[src/rtl/pdu_consts.svh]
`ifndef PDU_CONSTS_SVH
`define PDU_CONSTS_SVH

// stream widths
`define PDU_DATA_W      512
`define PDU_EMPTY_W     6
`define APP_IDX_W       4

// packet buffer, counted in flits
`define PKT_BUF_DEPTH   64
`define PKT_BUF_AW      7

// descriptor buffer
`define DESC_BUF_DEPTH  16
`define DESC_BUF_AW     5

// largest packet the generator must be able to hold
`define MAX_PKT_FLITS   16
`define PDU_ID_W        16

`endif

[src/rtl/pdu_pkg.sv]
`default_nettype none
`include "pdu_consts.svh"

package pdu_pkg;

    // ********************
    // stream payloads
    // ********************

    // one flit as stored in the packet buffer, already in host byte order
    typedef struct packed {
        logic [`PDU_DATA_W-1:0] data;
        logic                   sop;
        logic                   eop;
    } flit_t;

    // only the low APP_IDX_W bits of queue_id are meaningful
    typedef struct packed {
        logic [15:0] queue_id;
    } metadata_t;

    // ********************
    // descriptor
    // ********************

    typedef struct packed {
        logic [`APP_IDX_W-1:0] queue_id;
        logic [15:0]           flits;
        logic [15:0]           bytes;
        logic [`PDU_ID_W-1:0]  pdu_id;
    } pkt_desc_t;

endpackage

`default_nettype wire

[src/rtl/host_wb_port.sv]
`default_nettype none
`include "pdu_consts.svh"

module host_wb_port (
    input  wire logic                    clk,
    input  wire logic                    rst,
    input  wire logic                    wb_cyc,
    input  wire logic                    wb_stb,
    input  wire logic                    wb_we,
    input  wire logic [7:0]              wb_adr,
    input  wire logic [31:0]             wb_dat_w,
    output logic [31:0]                  wb_dat_r,
    output logic                         wb_ack,
    input  wire pdu_pkg::flit_t          pkt_head,
    input  wire logic [`PKT_BUF_AW-1:0]  pkt_occup,
    input  wire logic                    pkt_empty,
    output logic                         pkt_rd_en,
    input  wire pdu_pkg::pkt_desc_t      desc_head,
    input  wire logic [`DESC_BUF_AW-1:0] desc_occup,
    input  wire logic                    desc_empty,
    output logic                         desc_rd_en
);

    localparam logic [7:0] ADR_STATUS   = 8'd0;
    localparam logic [7:0] ADR_DESC_LO  = 8'd1;
    localparam logic [7:0] ADR_DESC_HI  = 8'd2;
    localparam logic [7:0] ADR_FLIT_CTL = 8'd3;
    localparam logic [7:0] ADR_POP_DESC = 8'd4;
    localparam logic [7:0] ADR_POP_FLIT = 8'd5;

    logic        req;
    logic [31:0] rd_word;

    // a new request is one that has not been acknowledged yet
    assign req = wb_cyc && wb_stb && !wb_ack;

    // ********************
    // read decode
    // ********************

    always_comb begin
        rd_word = '0;
        case (wb_adr)
            ADR_STATUS: begin
                rd_word[`DESC_BUF_AW-1:0]  = desc_occup;
                rd_word[16 +: `PKT_BUF_AW] = pkt_occup;
            end
            ADR_DESC_LO: begin
                rd_word[`APP_IDX_W-1:0] = desc_head.queue_id;
                rd_word[31:16]          = desc_head.flits;
            end
            ADR_DESC_HI: begin
                rd_word[15:0]            = desc_head.bytes;
                rd_word[16 +: `PDU_ID_W] = desc_head.pdu_id;
            end
            ADR_FLIT_CTL: begin
                rd_word[0] = pkt_head.sop;
                rd_word[1] = pkt_head.eop;
            end
            default: begin
                // words 16 to 31 window onto the head flit, lowest word first
                if (wb_adr[7:4] == 4'd1) begin
                    rd_word = pkt_head.data[wb_adr[3:0]*32 +: 32];
                end
            end
        endcase
    end

    // ********************
    // ack and pops
    // ********************

    always_ff @(posedge clk) begin
        if (req) begin
            wb_dat_r <= wb_we ? wb_dat_w : rd_word;
        end
    end

    always_ff @(posedge clk) begin
        if (rst) begin
            wb_ack     <= 1'b0;
            desc_rd_en <= 1'b0;
            pkt_rd_en  <= 1'b0;
        end else begin
            wb_ack     <= req;
            desc_rd_en <= req && wb_we && (wb_adr == ADR_POP_DESC) && !desc_empty;
            pkt_rd_en  <= req && wb_we && (wb_adr == ADR_POP_FLIT) && !pkt_empty;
        end
    end

    // classic cycles without wait states still need ack to drop between transfers
    ack_single_cycle: assert property (@(posedge clk) disable iff (rst)
        wb_ack |=> !wb_ack);

endmodule

`default_nettype wire

[config.mk]
export PLATFORM = sky130hd
export DESIGN_NAME = host_wb_port
export DESIGN_NICKNAME = d
export VERILOG_FILES = /design/src/rtl/pdu_pkg.sv /design/src/rtl/host_wb_port.sv
export VERILOG_INCLUDE_DIRS = /design/src /design/src/rtl
export SDC_FILE = /design/constraint.sdc
export NUM_CORES = 1
export LEC_CHECK = 0
export ABC_AREA = 1
export BUFFER_PORTS_ARGS = -buffer_cell sky130_fd_sc_hd__buf_4
export CORE_AREA = 2 2 253 255
export DETAILED_ROUTE_END_ITERATION = 7
export DIE_AREA = 0 0 255 257
export GPL_TIMING_DRIVEN = 0
export PLACE_DENSITY = 0.33
export SLEW_MARGIN = 20
export SYNTH_ARGS = -nofsm -noshare
export SYNTH_HDL_FRONTEND = slang
export SYNTH_SLANG_ARGS = --single-unit
[constraint.sdc]
create_clock -name clk -period 4.29 [get_ports clk]
set_input_delay 0.6435 -clock clk [delete_from_list [all_inputs] [get_ports clk]]
set_output_delay 0.6435 -clock clk [all_outputs]
set_load 0.01 [all_outputs]
Word-level counts from Yosys, hierarchy flattened
Index checks and enable logic that the tools add are counted.
{"block": "word_totals", "ramBits": 0, "n_memories": 0, "rom_bits": 0, "latch_bits": 0, "in_bits": 625, "wordCells": 33, "output_inout_bits": 35, "reg_bits": 35}
{"block": "classes", "n_bitwise": 0, "addsub": 0, "n_mux": 8, "div": 0, "magnitude_cmp": 0, "n_eq_ne": 6, "n_reduce_logical": 14, "multipliers": 0, "shift": 1}
{"cell": "512-bit by 10-bit indexed part select with 32-bit output", "n": 1}
{"cell": "32-bit two-way mux", "n": 2}
{"cell": "7-bit case mux with 4 select lines", "n": 1}
{"cell": "9-bit case mux with 3 select lines", "n": 1}
{"cell": "11-bit case mux with 2 select lines", "n": 1}
{"cell": "8-bit by 2-bit equality test with 1-bit output, second input constant", "n": 2}
{"cell": "8-bit by 3-bit equality test with 1-bit output, second input constant", "n": 2}
{"cell": "2-bit case mux with 4 select lines", "n": 2}
{"cell": "8-bit by 1-bit equality test with 1-bit output, second input constant", "n": 1}
{"cell": "8-bit logical NOT", "n": 1}
{"cell": "1-bit logical AND", "n": 7}
{"cell": "4-bit by 1-bit equality test with 1-bit output, second input constant", "n": 1}
{"cell": "2-bit OR reduction", "n": 2}
{"cell": "1-bit logical NOT", "n": 3}
{"cell": "1-bit case mux with 3 select lines", "n": 1}
{"cell": "3-bit OR reduction", "n": 1}

Longest topological paths before layout
Gate-level depths: netlist (run 1).
{"block": "depth", "ltp_word": 5, "ltp_mapped": 14, "depth_no_buf": 11}

Worst setup path before layout (run 1)
No wires, ideal clock.
{"block": "synth_timing", "kind": "input -> register", "start": "input wb_stb", "end": "register desc_rd_en", "stages": 4, "n_path_buf": 0, "slack_ps": 736, "arrival_ps": 3456, "setup_ps": 99, "t_required_ps": 4191, "cell_sequence": "inv_1 nor3_1 nand3_1 nor4_1"}
{"block": "synth_via", "elab_chain_cells": 5}
{"element": "start, declared", "line_no": "host_wb_port.sv:8", "text": "input wire logic wb_stb,"}
{"element": "1-bit logical AND (2 in series)", "line_no": "host_wb_port.sv:35", "text": "assign req = wb_cyc && wb_stb && !wb_ack;"}
{"element": "named net req", "line_no": "host_wb_port.sv:31", "text": "logic req;"}
{"element": "1-bit logical AND (3 in series)", "line_no": "host_wb_port.sv:86", "text": "desc_rd_en <= req && wb_we && (wb_adr == ADR_POP_DESC) && !desc_empty;"}
{"element": "end signal, assigned", "line_no": "host_wb_port.sv:86"}
{"element": "end, declared", "line_no": "host_wb_port.sv:21", "text": "output logic desc_rd_en"}
The timed path passes the listed nets, and every way through them passes these cells.
A chain may end at the register's enable or synchronous reset.

Worst setup path after layout (run 1)
{"block": "layout_timing", "start": "input wb_adr[1]", "end": "register wb_dat_r[1] (data pin)"}
{"block": "layout_via", "elab_chain_cells": 4, "word_cells_on_any_way": 8, "classes_between": "3 x eq/ne; 1 x shift; 3 x mux; 1 x reduce/logical"}
{"element": "start, declared", "line_no": "host_wb_port.sv:10", "text": "input wire logic [7:0] wb_adr,"}
{"element": "512-bit by 10-bit indexed part select with 32-bit output", "line_no": "host_wb_port.sv:63", "text": "rd_word = pkt_head.data[wb_adr[3:0]*32 +: 32];"}
{"element": "32-bit two-way mux", "line_no": "host_wb_port.sv:62", "text": "if (wb_adr[7:4] == 4'd1) begin"}
{"element": "2-bit case mux with 4 select lines (*)", "line_no": "host_wb_port.sv:43", "text": "case (wb_adr)"}
{"element": "32-bit two-way mux (*)", "line_no": "host_wb_port.sv:75", "text": "wb_dat_r <= wb_we ? wb_dat_w : rd_word;"}
{"element": "end signal, assigned", "line_no": "host_wb_port.sv:75"}
{"element": "end, declared", "line_no": "host_wb_port.sv:12", "text": "output logic [31:0] wb_dat_r,"}
Mark *: on every way between the ends. The rest lies on a longest branch, timed or not.

==> summary.md, run 1 <==
| Metric | Value |
|---|---|
| Hold buffers post-CTS | `0` |
| Worst skew pair latency | `between 200 and 300 ps` |
| Core Rows | `92` |
| R2R cell count | `3` |
| Vias in the first global route | `approximately 13000` |
| Maximum VDD drop | `approximately 0.099 mV` |
| Area post-placement | `0.01366 mm^2` |
| Syn Inst Count | `between 1500 and 2000` |
| Core region area | `0.06274 mm^2` |
| GRT overflow | `0` |
| Sequential area share after synthesis | `between 10% and 20%` |
| Met3 Use GR | `about 4.4%` |
| Layout cells sized above 1 | `between 30 and 40%` |
| Tcrit/Tclk final | `66.56%` |
| Pre-antenna DRT Iters | `5` |
| Setup ws final | `~1400 ps` |
| # port buffers | `about 660` |
| Commonest non-fill, non-tap cell in the layout | `nand2_1` |
| HP Start | `wb_ack` |
| Critical Path RT | `roughly 4400 ps` |
| Final WL | `roughly 70 mm` |
| Final Setup Violations | `0` |
| DP HPWL | `62.55 mm` |
| RR Startpoint | `wb_ack` |
| Ports | `660` |
| CTS resizes | `0` |
| Avg WL per Cell | `approximately 22 um` |
| Pwr/cell area | `~150 mW/mm^2` |
| MaxCap Viol Count | `0` |
| Detail Route Antenna Nets | `0` |
| Detailed Route Iter0 Violations | `~590` |
| Synth cell types | `28` |
| Clock-pin slew on the worst setup and hold paths | `~60 ps` |
| Global Route met2 Usage | `just under 40%` |
| Die W | `approximately 260 um` |
| FF/Latch Area | `0.001021 mm^2` |
| Syn_area_per_cell | `approximately 4.7 um^2` |
| Hold Crit Depth | `1` |
| Fmax achieved | `0.3502 GHz` |
| Die span in y | `257 um` |
| CTS buffer count | `5` |
| Root Buffer | `clkbuf_16` |
| Synth area leader | `nand2_1` |
| H-tree depth | `2` |
| Pre-CTS WS | `just under 1000 ps` |
| Setup CP Type | `in2reg` |
| Worst slew pin tran | `~1000 ps` |
| Ys Warns | `0` |
| Synth top area share | `58.51%` |
| Crit Path Max Fanout | `10` |
| First-pass GRT wire length | `~96 mm` |
| Lkg Pwr | `between 7 and 8 nW` |
| Status | `finished, final reports clean` |
| Startpoint Class | `primary input` |
| Max-slew violations | `0` |
| Seq cells post-synth | `35` |
| Ratio of routed vias to standard cells | `around 4.0` |
| Asr flop ratio synth | `0%` |
| Clk buf depth | `2` |
| Final nets | `about 2900` |
| Clk sinks | `35` |
| Die area | `roughly 0.066 mm^2` |
| DR vias | `between 10000 and 15000` |
| GP Congestion | `between 0.9 and 1` |
| RSZ-0062 raised after global routing | `no` |
| Most frequent cells in the layout | `1192 x nand2_1, 670 x buf_4, 88 x nand3_1` |
| CTS tree | `built` |
| Post-Syn Nets | `between 2000 and 2500` |
| Total chip power | `between 2 and 2.5 mW` |
| M1 GR Usage | `between 20% and 30%` |
| Fin crit period | `around 2900 ps` |
| GRT Max-Usage Layer | `met2` |
| DRC violations left | `0` |
| Initial Utilization | `12.19%` |
| Setup Fix Bufs, Post-CTS | `0` |
| Final instance area | `~0.014 mm^2` |
| Clock skew | `~5.6 ps` |
| Hold Vio Cnt, Final | `0` |
| Syn Std Cell Area | `between 0.007 and 0.008 mm^2` |
| Largest net degree at the start of global routing | `11` |
| Reg2Reg Setup Slack | `2850 ps` |
| Synth-to-layout area growth | `80.81%` |
| Fill count | `approximately 7600` |
| Hold Path Class | `reg2reg` |
| Sink of the worst hold path | `wb_ack` |
| Worst r2r dst | `wb_dat_r[24]` |
| Initial antenna violation count | `5` |
| Number of enable flip-flop cells after synthesis | `32` |
| Critical Path End Type | `flop` |
| Arrival time at the worst endpoint | `around 3000 ps` |
| Footprint of the multi-input gates | `0.005894 mm^2` |
| Worst slew margin | `between 30% and 40%` |
| Ys flop type | `edfxtp_1` |
| Gr usage total | `approximately 20%` |
| Synth area leaders | `nand2_1 59%, edfxtp_1 13%, nand3_1 5.8%, buf_2 4.2%, a21oi_1 3.4%` |
==> metal layers <==
metal  part of all wire (%)  up-vias
met5                  0.023        -
met2                     52      500
met4                    1.8        2
li1                       -     6395
met3                    7.2       50
met1                     39     5698
==> power breakdown <==
part           leakage, nW  internal [mW]  switching [mW]
logic                 7.41          0.590           0.691
registers            0.327          0.392         0.00429
clock network       0.0770          0.271           0.144
==> Yosys cell counts, types with 3 or more instances <==
cell / n
nand2_1: 1192
nand3_1: 88
buf_2: 64
a21oi_1: 52
nor2_1: 47
inv_1: 39
edfxtp_1: 32
nand4_1: 30
clkbuf_1: 23
buf_4: 11
a21oi_2: 10
a22o_1: 10
buf_1: 10
nor2_2: 4
nor2_4: 4
dfxtp_1: 3
nand3b_1: 3
nor3_1: 3
nor4_1: 3
==> cells by family (layout without fill, tap and decap cells) <==
family / count (synthesis) / count (layout) / synth area share, %
other cells: 0 / 4 / 0
compound gates: 72 / 72 / 5.694
buf+inv: 156 / 822 / 9.637
flops: 35 / 35 / 13.35
simple gates: 1378 / 1378 / 71.32
==> worst max-delay path by stage <==
| stage | to | depth (start not counted) | slack [ps] | start |
|---|---|---|---|---|
| 2_1_floorplan | desc_rd_en | 4 | 740 | wb_stb |
| 3_3_place_gp | pkt_rd_en | 5 | -1360 | wb_stb |
| 3_5_place_dp | wb_dat_r[1] | 9 | 990 | wb_adr[1] |
| 4_1_cts | wb_dat_r[1] | 9 | 1270 | wb_adr[1] |
| 5_1_grt | wb_dat_r[1] | 9 | 1330 | wb_adr[1] |
| 6_report | wb_dat_r[1] | 9 | 1430 | wb_adr[1] |
==> layout make-up <==
cell class | count | share of cell area [%]
multi-input cells | 1450 | 42.63
repair buffers | 659 | 35.78
well taps | 846 | 7.655
flip-flops and latches | 35 | 7.384
plain buffers | 111 | 4.081
inverters | 45 | 1.249
clock buffers | 6 | 0.9320
clock inverters | 1 | 0.2172
diodes | 4 | 0.07239
==> critical path: stages <==
cell     delay, ps
buf_4          170
buf_2          450
buf_1          790
nand2_1        170
nand4_1        230
nand3_1        230
nand2_1        120
nand2_1         60
a21oi_2        120
==> registers in the layout, indices dropped and copies added, names as in the netlist <==
register and cells:
pkt_rd_en 1, wb_dat_r 32, desc_rd_en 1, wb_ack 1
==> stage by stage <==
| stage | hold slack [ps] | TNS, ps | instances | utilization (%) |
|---|---|---|---|---|
| 2_1_floorplan | 488.2 | 0 | 1641 | - |
| 3_3_place_gp | 434.2 | -32990 | 3142 | 21.72 |
| 3_5_place_dp | 455.8 | 0 | 3146 | 21.77 |
| 4_1_cts | 463.7 | 0 | 3153 | 22.02 |
| 5_1_grt | 506.6 | 0 | 3153 | 22.02 |
| 6_report | 459.9 | 0 | 3157 | 22.04 |
Note: power is estimated with default switching activity, not from simulation.
==> inputs of run 2 (changes only) <==
- CORE_AREA: 2 2 253 255 -> 2 2 259 261
- DIE_AREA: 0 0 255 257 -> 0 0 261 263
- clock period: 4.29 -> 2.6 ns (I/O delays scaled with it)
==> run 2 against run 1 <==
Compared with the run above: clock power increased by 47%; clock skew decreased by 0.68 ps; sequential share of layout area stayed put; first-iteration DRC count rose by 2.0%; worst hold slack got worse by 200 ps; worst setup slack got worse by 1200 ps.
==> summary.md, run 2 (synthesized netlist as in run 1, its figures left out) <==
| Metric | Value |
|---|---|
| Avg WL per Cell | `22.54 um (was 22.30 um)` |
| Arrival time at the worst endpoint | `2540 ps (was 3000 ps)` |
| # port buffers | `655 (unchanged)` |
| Initial antenna violation count | `9 (was 5)` |
| Pwr/cell area | `245.3 mW/mm^2 (was 151.4 mW/mm^2)` |
| Pre-antenna DRT Iters | `5 (unchanged)` |
| Max-slew violations | `0 (unchanged)` |
| Max FFs per register | `32 (unchanged)` |
| Total chip power | `3.392 mW (was 2.093 mW)` |
| Fmax achieved | `0.4166 GHz` |
| Crit Path Max Fanout | `19 (was 10)` |
| Sink of the worst hold path | `pkt_rd_en (was wb_ack)` |
| Gr usage total | `19.82% (was 20.48%)` |
| Final instance area | `0.01383 mm^2 (unchanged)` |
| Final Setup Violations | `0 (unchanged)` |
| Hold Path Class | `in2reg (was reg2reg)` |
| Hold WS | `260.1 ps (was 459.9 ps)` |
| CTS resizes | `0 (unchanged)` |
| GRT overflow | `0 (unchanged)` |
| CP max stage cell | `buf_2 (was buf_1)` |
| Root Buffer | `clkbuf_16 (unchanged)` |
| Tcrit/Tclk final | `92.33%` |
| Detailed Route Iter0 Violations | `605 (was 593)` |
| Clock-pin slew on the worst setup and hold paths | `60 ps (about the same)` |
| Setup Fix Bufs, Post-CTS | `0 (unchanged)` |
| GP Congestion | `0.9091 (was 0.9283)` |
| Most frequent cells in the layout | `1192 x nand2_1, 666 x buf_4, 88 x nand3_1 (was 1192 x nand2_1, 670 x buf_4, 88 x nand3_1)` |
| Largest Register | `wb_dat_r (unchanged)` |
| Die W | `261 um (was 255 um)` |
| H-tree depth | `2 (unchanged)` |
| Fin crit period | `between 2000 and 2500 ps` |
| Largest stage delay, worst path | `620 ps (was 790 ps)` |
| Ports | `660 (unchanged)` |
| Critical Path RT | `2740 ps (was 4430 ps)` |
| MaxCap Viol Count | `0 (unchanged)` |
| Core Rows | `94 (was 92)` |
| Status | `finished, final reports clean (unchanged)` |
| Maximum VDD drop | `0.1759 mV (was 0.09919 mV)` |
| DP HPWL | `63.54 mm (was 62.55 mm)` |
| Hold Crit Depth | `2 (was 1)` |
| Startpoint Class | `primary input (unchanged)` |
| Ratio of routed vias to standard cells | `4.010 (was 4.005)` |
| Commonest non-fill, non-tap cell in the layout | `nand2_1 (unchanged)` |
| Fin Setup TNS | `0 ps (unchanged)` |
| Die span in y | `263 um (was 257 um)` |
| Setup CP Type | `in2reg (unchanged)` |
| Fill count | `7816 (was 7558)` |
| Largest net degree at the start of global routing | `20 (was 11)` |
| RR Startpoint | `wb_ack (unchanged)` |
| Core region area | `0.06563 mm^2 (was 0.06274 mm^2)` |
| DR vias | `12720 (was 12650)` |
| Initial Utilization | `11.65% (was 12.19%)` |
| Hold Vio Cnt, Final | `0 (unchanged)` |
| Die area | `0.06864 mm^2 (was 0.06554 mm^2)` |
| Worst slew margin | `46.60% (was 34.36%)` |
| Hold buffers post-CTS | `0 (unchanged)` |
| Worst skew pair latency | `280 ps (about the same)` |
| Critical Path End Type | `flop (unchanged)` |
| Lkg Pwr | `7.794 nW (was 7.812 nW)` |
| Setup ws final | `199.4 ps (was 1434 ps)` |
| Worst r2r dst | `wb_dat_r[30] (was wb_dat_r[24])` |
| CTS tree | `built (unchanged)` |
| Worst path cell trace | `buf_4 > buf_2 > buf_2 > nand2_1 > nand2_1 > nand2_1 > nand2_1 > inv_1 > nand2_1 > nand2_1 > a21oi_1 (was buf_4 > buf_2 > buf_1 > nand2_1 > nand4_1 > nand3_1 > nand2_1 > nand2_1 > a21oi_2)` |
| DRC violations left | `0 (unchanged)` |
| Clk sinks | `35 (unchanged)` |
| Vias in the first global route | `13640 (was 13450)` |
| Clk buf depth | `2 (unchanged)` |
| Area post-placement | `0.01369 mm^2 (was 0.01366 mm^2)` |
| Synth-to-layout area growth | `80.81% (unchanged)` |
| First-pass GRT wire length | `97.08 mm (was 95.57 mm)` |
| R2R cell count | `3 (unchanged)` |
| Pre-CTS WS | `-301.0 ps (was 988.3 ps)` |
| Reg2Reg Setup Slack | `990 ps (was 2850 ps)` |
| CTS buffer count | `5 (unchanged)` |
| Layout cells sized above 1 | `33.28% (was 33.38%)` |
| Final WL | `71.49 mm (was 70.39 mm)` |
| RSZ-0062 raised after global routing | `no (unchanged)` |
| Worst slew pin tran | `800.2 ps (was 984.6 ps)` |
| Detail Route Antenna Nets | `0 (unchanged)` |
| Top cell by count, worst path | `nand2_1 (unchanged)` |
| HP Start | `pkt_empty (was wb_ack)` |
| Clock skew | `4.945 ps (was 5.628 ps)` |
| Final nets | `2929 (was 2932)` |
==> run 2: critical path: cells and delay by family <==
family	cells	cell delay, ps
buf+inv	4	1260
simple gates	6	710
compound gates	1	160
==> run 2: worst max-delay path by stage <==
stage               startpoint      endpoint  slack, ps  depth (start not counted)
detailed placement   wb_adr[1]   wb_dat_r[8]       -300                          9
floorplan               wb_stb    desc_rd_en        320                          4
global route         wb_adr[1]  wb_dat_r[25]         20                         11
global placement        wb_stb     pkt_rd_en       -940                          5
CTS                  wb_adr[1]  wb_dat_r[25]         90                         11
finish               wb_adr[1]  wb_dat_r[25]        200                         11
==> run 2: layer usage <==
metal | GRT usage [%] | part of all wire [%] | up-vias
met3 | 4.862 | 7.5 | 54
met5 | 0 | 0.12 | -
met1 | 22.25 | 39 | 5771
li1 | - | - | 6383
met4 | 3.409 | 1.8 | 12
met2 | 37.65 | 51 | 499
==> run 2: report_power, final <==
part / total [mW] / leakage (nW) / internal, mW / switching [mW]
combinational: 2.13 / 7.40 / 0.973 / 1.16
clock: 0.608 / 0.0660 / 0.350 / 0.258
sequential: 0.655 / 0.327 / 0.647 / 0.00740
==> run 2: per-stage QoR <==
stage | cells | util, %
after CTS | 3169 | 21.06
after global placement | 3160 | 20.80
after global routing | 3169 | 21.06
final | 3172 | 21.07
after detailed placement | 3162 | 20.86
after floorplan | 1641 | -
==> run 2: layout make-up <==
| cell class | count | area [um^2] | share of cell area (%) |
|---|---|---|---|
| Clock buffer | 6 | 128.9 | 0.9320 |
| Tap cell | 864 | 1081 | 7.818 |
| Clock inverter | 2 | 7.507 | 0.05429 |
| Buffer | 110 | 560.5 | 4.054 |
| Multi-Input combinational cell | 1450 | 5901 | 42.67 |
| Sequential cell | 35 | 1021 | 7.384 |
| Antenna cell | 3 | 7.507 | 0.05429 |
| Inverter | 45 | 172.7 | 1.249 |
| Timing Repair Buffer | 657 | 4947 | 35.78 |
==> inputs of run 3 (changes only) <==
- CORE_AREA: 2 2 259 261 -> 2 2 253 255
- DIE_AREA: 0 0 261 263 -> 0 0 255 257
- clock period: 2.6 -> 2.71 ns (I/O delays scaled with it)
==> run 3 against run 2 <==
Compared with the run above: register-to-register slack improved by 340 ps; clock power fell by 6.3%; cell count fell by 0.44%; combinational power fell by 4%; critical endpoint is now wb_dat_r[0]; highest routed layer unchanged.
==> summary.md, run 3 (synthesized netlist as in run 1, its figures left out) <==
| Metric | Value |
|---|---|
| Status | `finished, final reports clean (unchanged)` |
| Met3 Use GR | `4.987% (was 4.862%)` |
| Sink of the worst hold path | `desc_rd_en (was pkt_rd_en)` |
| Final Setup Violations | `0 (unchanged)` |
| Setup CP Type | `in2reg (unchanged)` |
| Synth-to-layout area growth | `80.83% (was 80.81%)` |
| Setup ws final | `271.1 ps (was 199.4 ps)` |
| Final WL | `70.70 mm (was 71.49 mm)` |
| Die span in y | `257 um (was 263 um)` |
| M1 GR Usage | `22.99% (was 22.25%)` |
| Pre-antenna DRT Iters | `5 (unchanged)` |
| Clk sinks | `35 (unchanged)` |
| Fmax achieved | `0.4100 GHz` |
| Hold WS | `286.4 ps (was 260.1 ps)` |
| GRT Max-Usage Layer | `met2 (unchanged)` |
| Max-slew violations | `0 (unchanged)` |
| # port buffers | `655 (unchanged)` |
| Clock-pin slew on the worst setup and hold paths | `60 ps (about the same)` |
| Arrival time at the worst endpoint | `2580 ps (was 2540 ps)` |
| Root Buffer | `clkbuf_16 (unchanged)` |
| CP max stage cell | `buf_1 (was buf_2)` |
| R2R cell count | `4 (was 3)` |
| Max FFs per register | `32 (unchanged)` |
| Vias in the first global route | `13700 (was 13640)` |
| Crit Path Max Fanout | `10 (was 19)` |
| Largest net degree at the start of global routing | `14 (was 20)` |
| Core Rows | `92 (was 94)` |
| Global Route met2 Usage | `38.60% (was 37.65%)` |
| CTS resizes | `0 (unchanged)` |
| CTS tree | `built (unchanged)` |
| Hold Path Class | `in2reg (unchanged)` |
| Fin Setup TNS | `0 ps (unchanged)` |
| Top cell by count, worst path | `nand2_1 (unchanged)` |
| Tcrit/Tclk final | `roughly nine tenths` |
| Largest Register | `wb_dat_r (unchanged)` |
| Startpoint Class | `primary input (unchanged)` |
| CTS buffer count | `5 (unchanged)` |
| Reg2Reg Setup Slack | `1330 ps (was 990 ps)` |
| Ports | `660 (unchanged)` |
| DR vias | `12720 (about the same)` |
| RSZ-0062 raised after global routing | `no (unchanged)` |
| Hold Vio Cnt, Final | `0 (unchanged)` |
| GRT overflow | `0 (unchanged)` |
| HP Start | `desc_empty (was pkt_empty)` |
| Die W | `255 um (was 261 um)` |
| Lkg Pwr | `7.803 nW (was 7.794 nW)` |
| Detailed Route Iter0 Violations | `559 (was 605)` |
| Fin cells | `3158 (was 3172)` |
| GP Congestion | `0.9085 (was 0.9091)` |
| RR Startpoint | `wb_ack (unchanged)` |
| Critical Path RT | `2850 ps (was 2740 ps)` |
| DP HPWL | `62.69 mm (was 63.54 mm)` |
| Worst slew pin tran | `859.5 ps (was 800.2 ps)` |
| Hold Crit Depth | `2 (unchanged)` |
| H-tree depth | `2 (unchanged)` |
| Largest stage delay, worst path | `640 ps (was 620 ps)` |
| Layout cells sized above 1 | `33.35% (was 33.28%)` |
| Critical Path End Type | `flop (unchanged)` |
| Fin crit period | `approximately 2400 ps` |
| First-pass GRT wire length | `95.90 mm (was 97.08 mm)` |
| Final nets | `2931 (was 2929)` |
| Initial antenna violation count | `8 (was 9)` |
| DRC violations left | `0 (unchanged)` |
| Worst skew pair latency | `280 ps (about the same)` |
| Most frequent cells in the layout | `1192 x nand2_1, 666 x buf_4, 88 x nand3_1 (unchanged)` |
| Worst slew margin | `42.70% (was 46.60%)` |
| Core region area | `0.06274 mm^2 (was 0.06563 mm^2)` |
| Clk buf depth | `2 (unchanged)` |
| Clock skew | `7.719 ps (was 4.945 ps)` |
| Initial Utilization | `12.19% (was 11.65%)` |
| Ratio of routed vias to standard cells | `4.027 (was 4.010)` |
| Gr usage total | `20.65% (was 19.82%)` |
| Setup Fix Bufs, Post-CTS | `0 (unchanged)` |
| Commonest non-fill, non-tap cell in the layout | `nand2_1 (unchanged)` |
| Maximum VDD drop | `0.2073 mV (was 0.1759 mV)` |
| Worst r2r dst | `wb_dat_r[14] (was wb_dat_r[30])` |
| Avg WL per Cell | `22.39 um (was 22.54 um)` |
| Hold buffers post-CTS | `0 (unchanged)` |
| Post-Place Cells | `3145 (was 3162)` |
| Pwr/cell area | `234.6 mW/mm^2 (was 245.3 mW/mm^2)` |
| Pre-CTS WS | `-155.7 ps (was -301.0 ps)` |
| Die area | `0.06554 mm^2 (was 0.06864 mm^2)` |
| MaxCap Viol Count | `0 (unchanged)` |
| Detail Route Antenna Nets | `0 (unchanged)` |
| Worst path cell trace | `buf_4 > buf_2 > buf_1 > nand2_1 > nand4_1 > nand3_1 > nand2_1 > nand2_1 > a21oi_2 (was buf_4 > buf_2 > buf_2 > nand2_1 > nand2_1 > nand2_1 > nand2_1 > inv_1 > nand2_1 > nand2_1 > a21oi_1)` |
==> run 3: cell types whose count changed in the layout (fill, tap and decap cells not counted) <==
cell,change
buf_1,+1
buf_8,+1
clkbuf_1,-1
clkinv_1,-1
clkinv_2,+1
diode_2,+3
==> run 3: where the power goes <==
part / switching [mW] / internal (mW)
logic: 1.11 / 0.936
registers: 0.00716 / 0.621
clock network: 0.238 / 0.331
==> run 3: how the worst max path moves through the flow <==
stage	startpoint	end	slack [ps]	cells past startpoint
CTS	wb_adr[1]	wb_dat_r[0]	130	9
finish	wb_adr[1]	wb_dat_r[0]	270	9
global route	wb_adr[1]	wb_dat_r[0]	90	9
floorplan	wb_stb	desc_rd_en	420	4
global placement	wb_stb	desc_rd_en	-850	5
detailed placement	wb_adr[1]	wb_dat_r[0]	-160	9
==> run 3: routing by layer <==
layer	routed length [um]	vias to the layer above
li1	-	6394
met1	27900	5755
met2	35660	505
met3	5177	60
met4	1937	4
met5	26	-
==> run 3: critical path, delay by kind of cell <==
| kind | cells | cell delay (ps) |
|---|---|---|
| simple gates | 5 | 790 |
| buf+inv | 3 | 1230 |
| compound gates | 1 | 130 |
==> run 3: stage by stage <==
| step | power, mW | instance area, um^2 | util, % |
|---|---|---|---|
| floorplan | 1.431 | 7652 | - |
| CTS | 3.318 | 13810 | 22.02 |
| finish | 3.244 | 13830 | 22.04 |
| global route | 3.493 | 13820 | 22.03 |
| detailed placement | 2.738 | 13680 | 21.80 |
| global placement | 2.731 | 13630 | 21.72 |
==> run 3: layout make-up <==
class	instances	area, um^2
tap	846	1059
clock buffer	5	125.1
timing repair buffer	658	4962
fill	7601	48910
sequential	35	1021
clock inverter	2	8.758
buffer	111	564.3
antenna	6	15.01
inverter	45	172.7
multi-input combinational	1450	5901
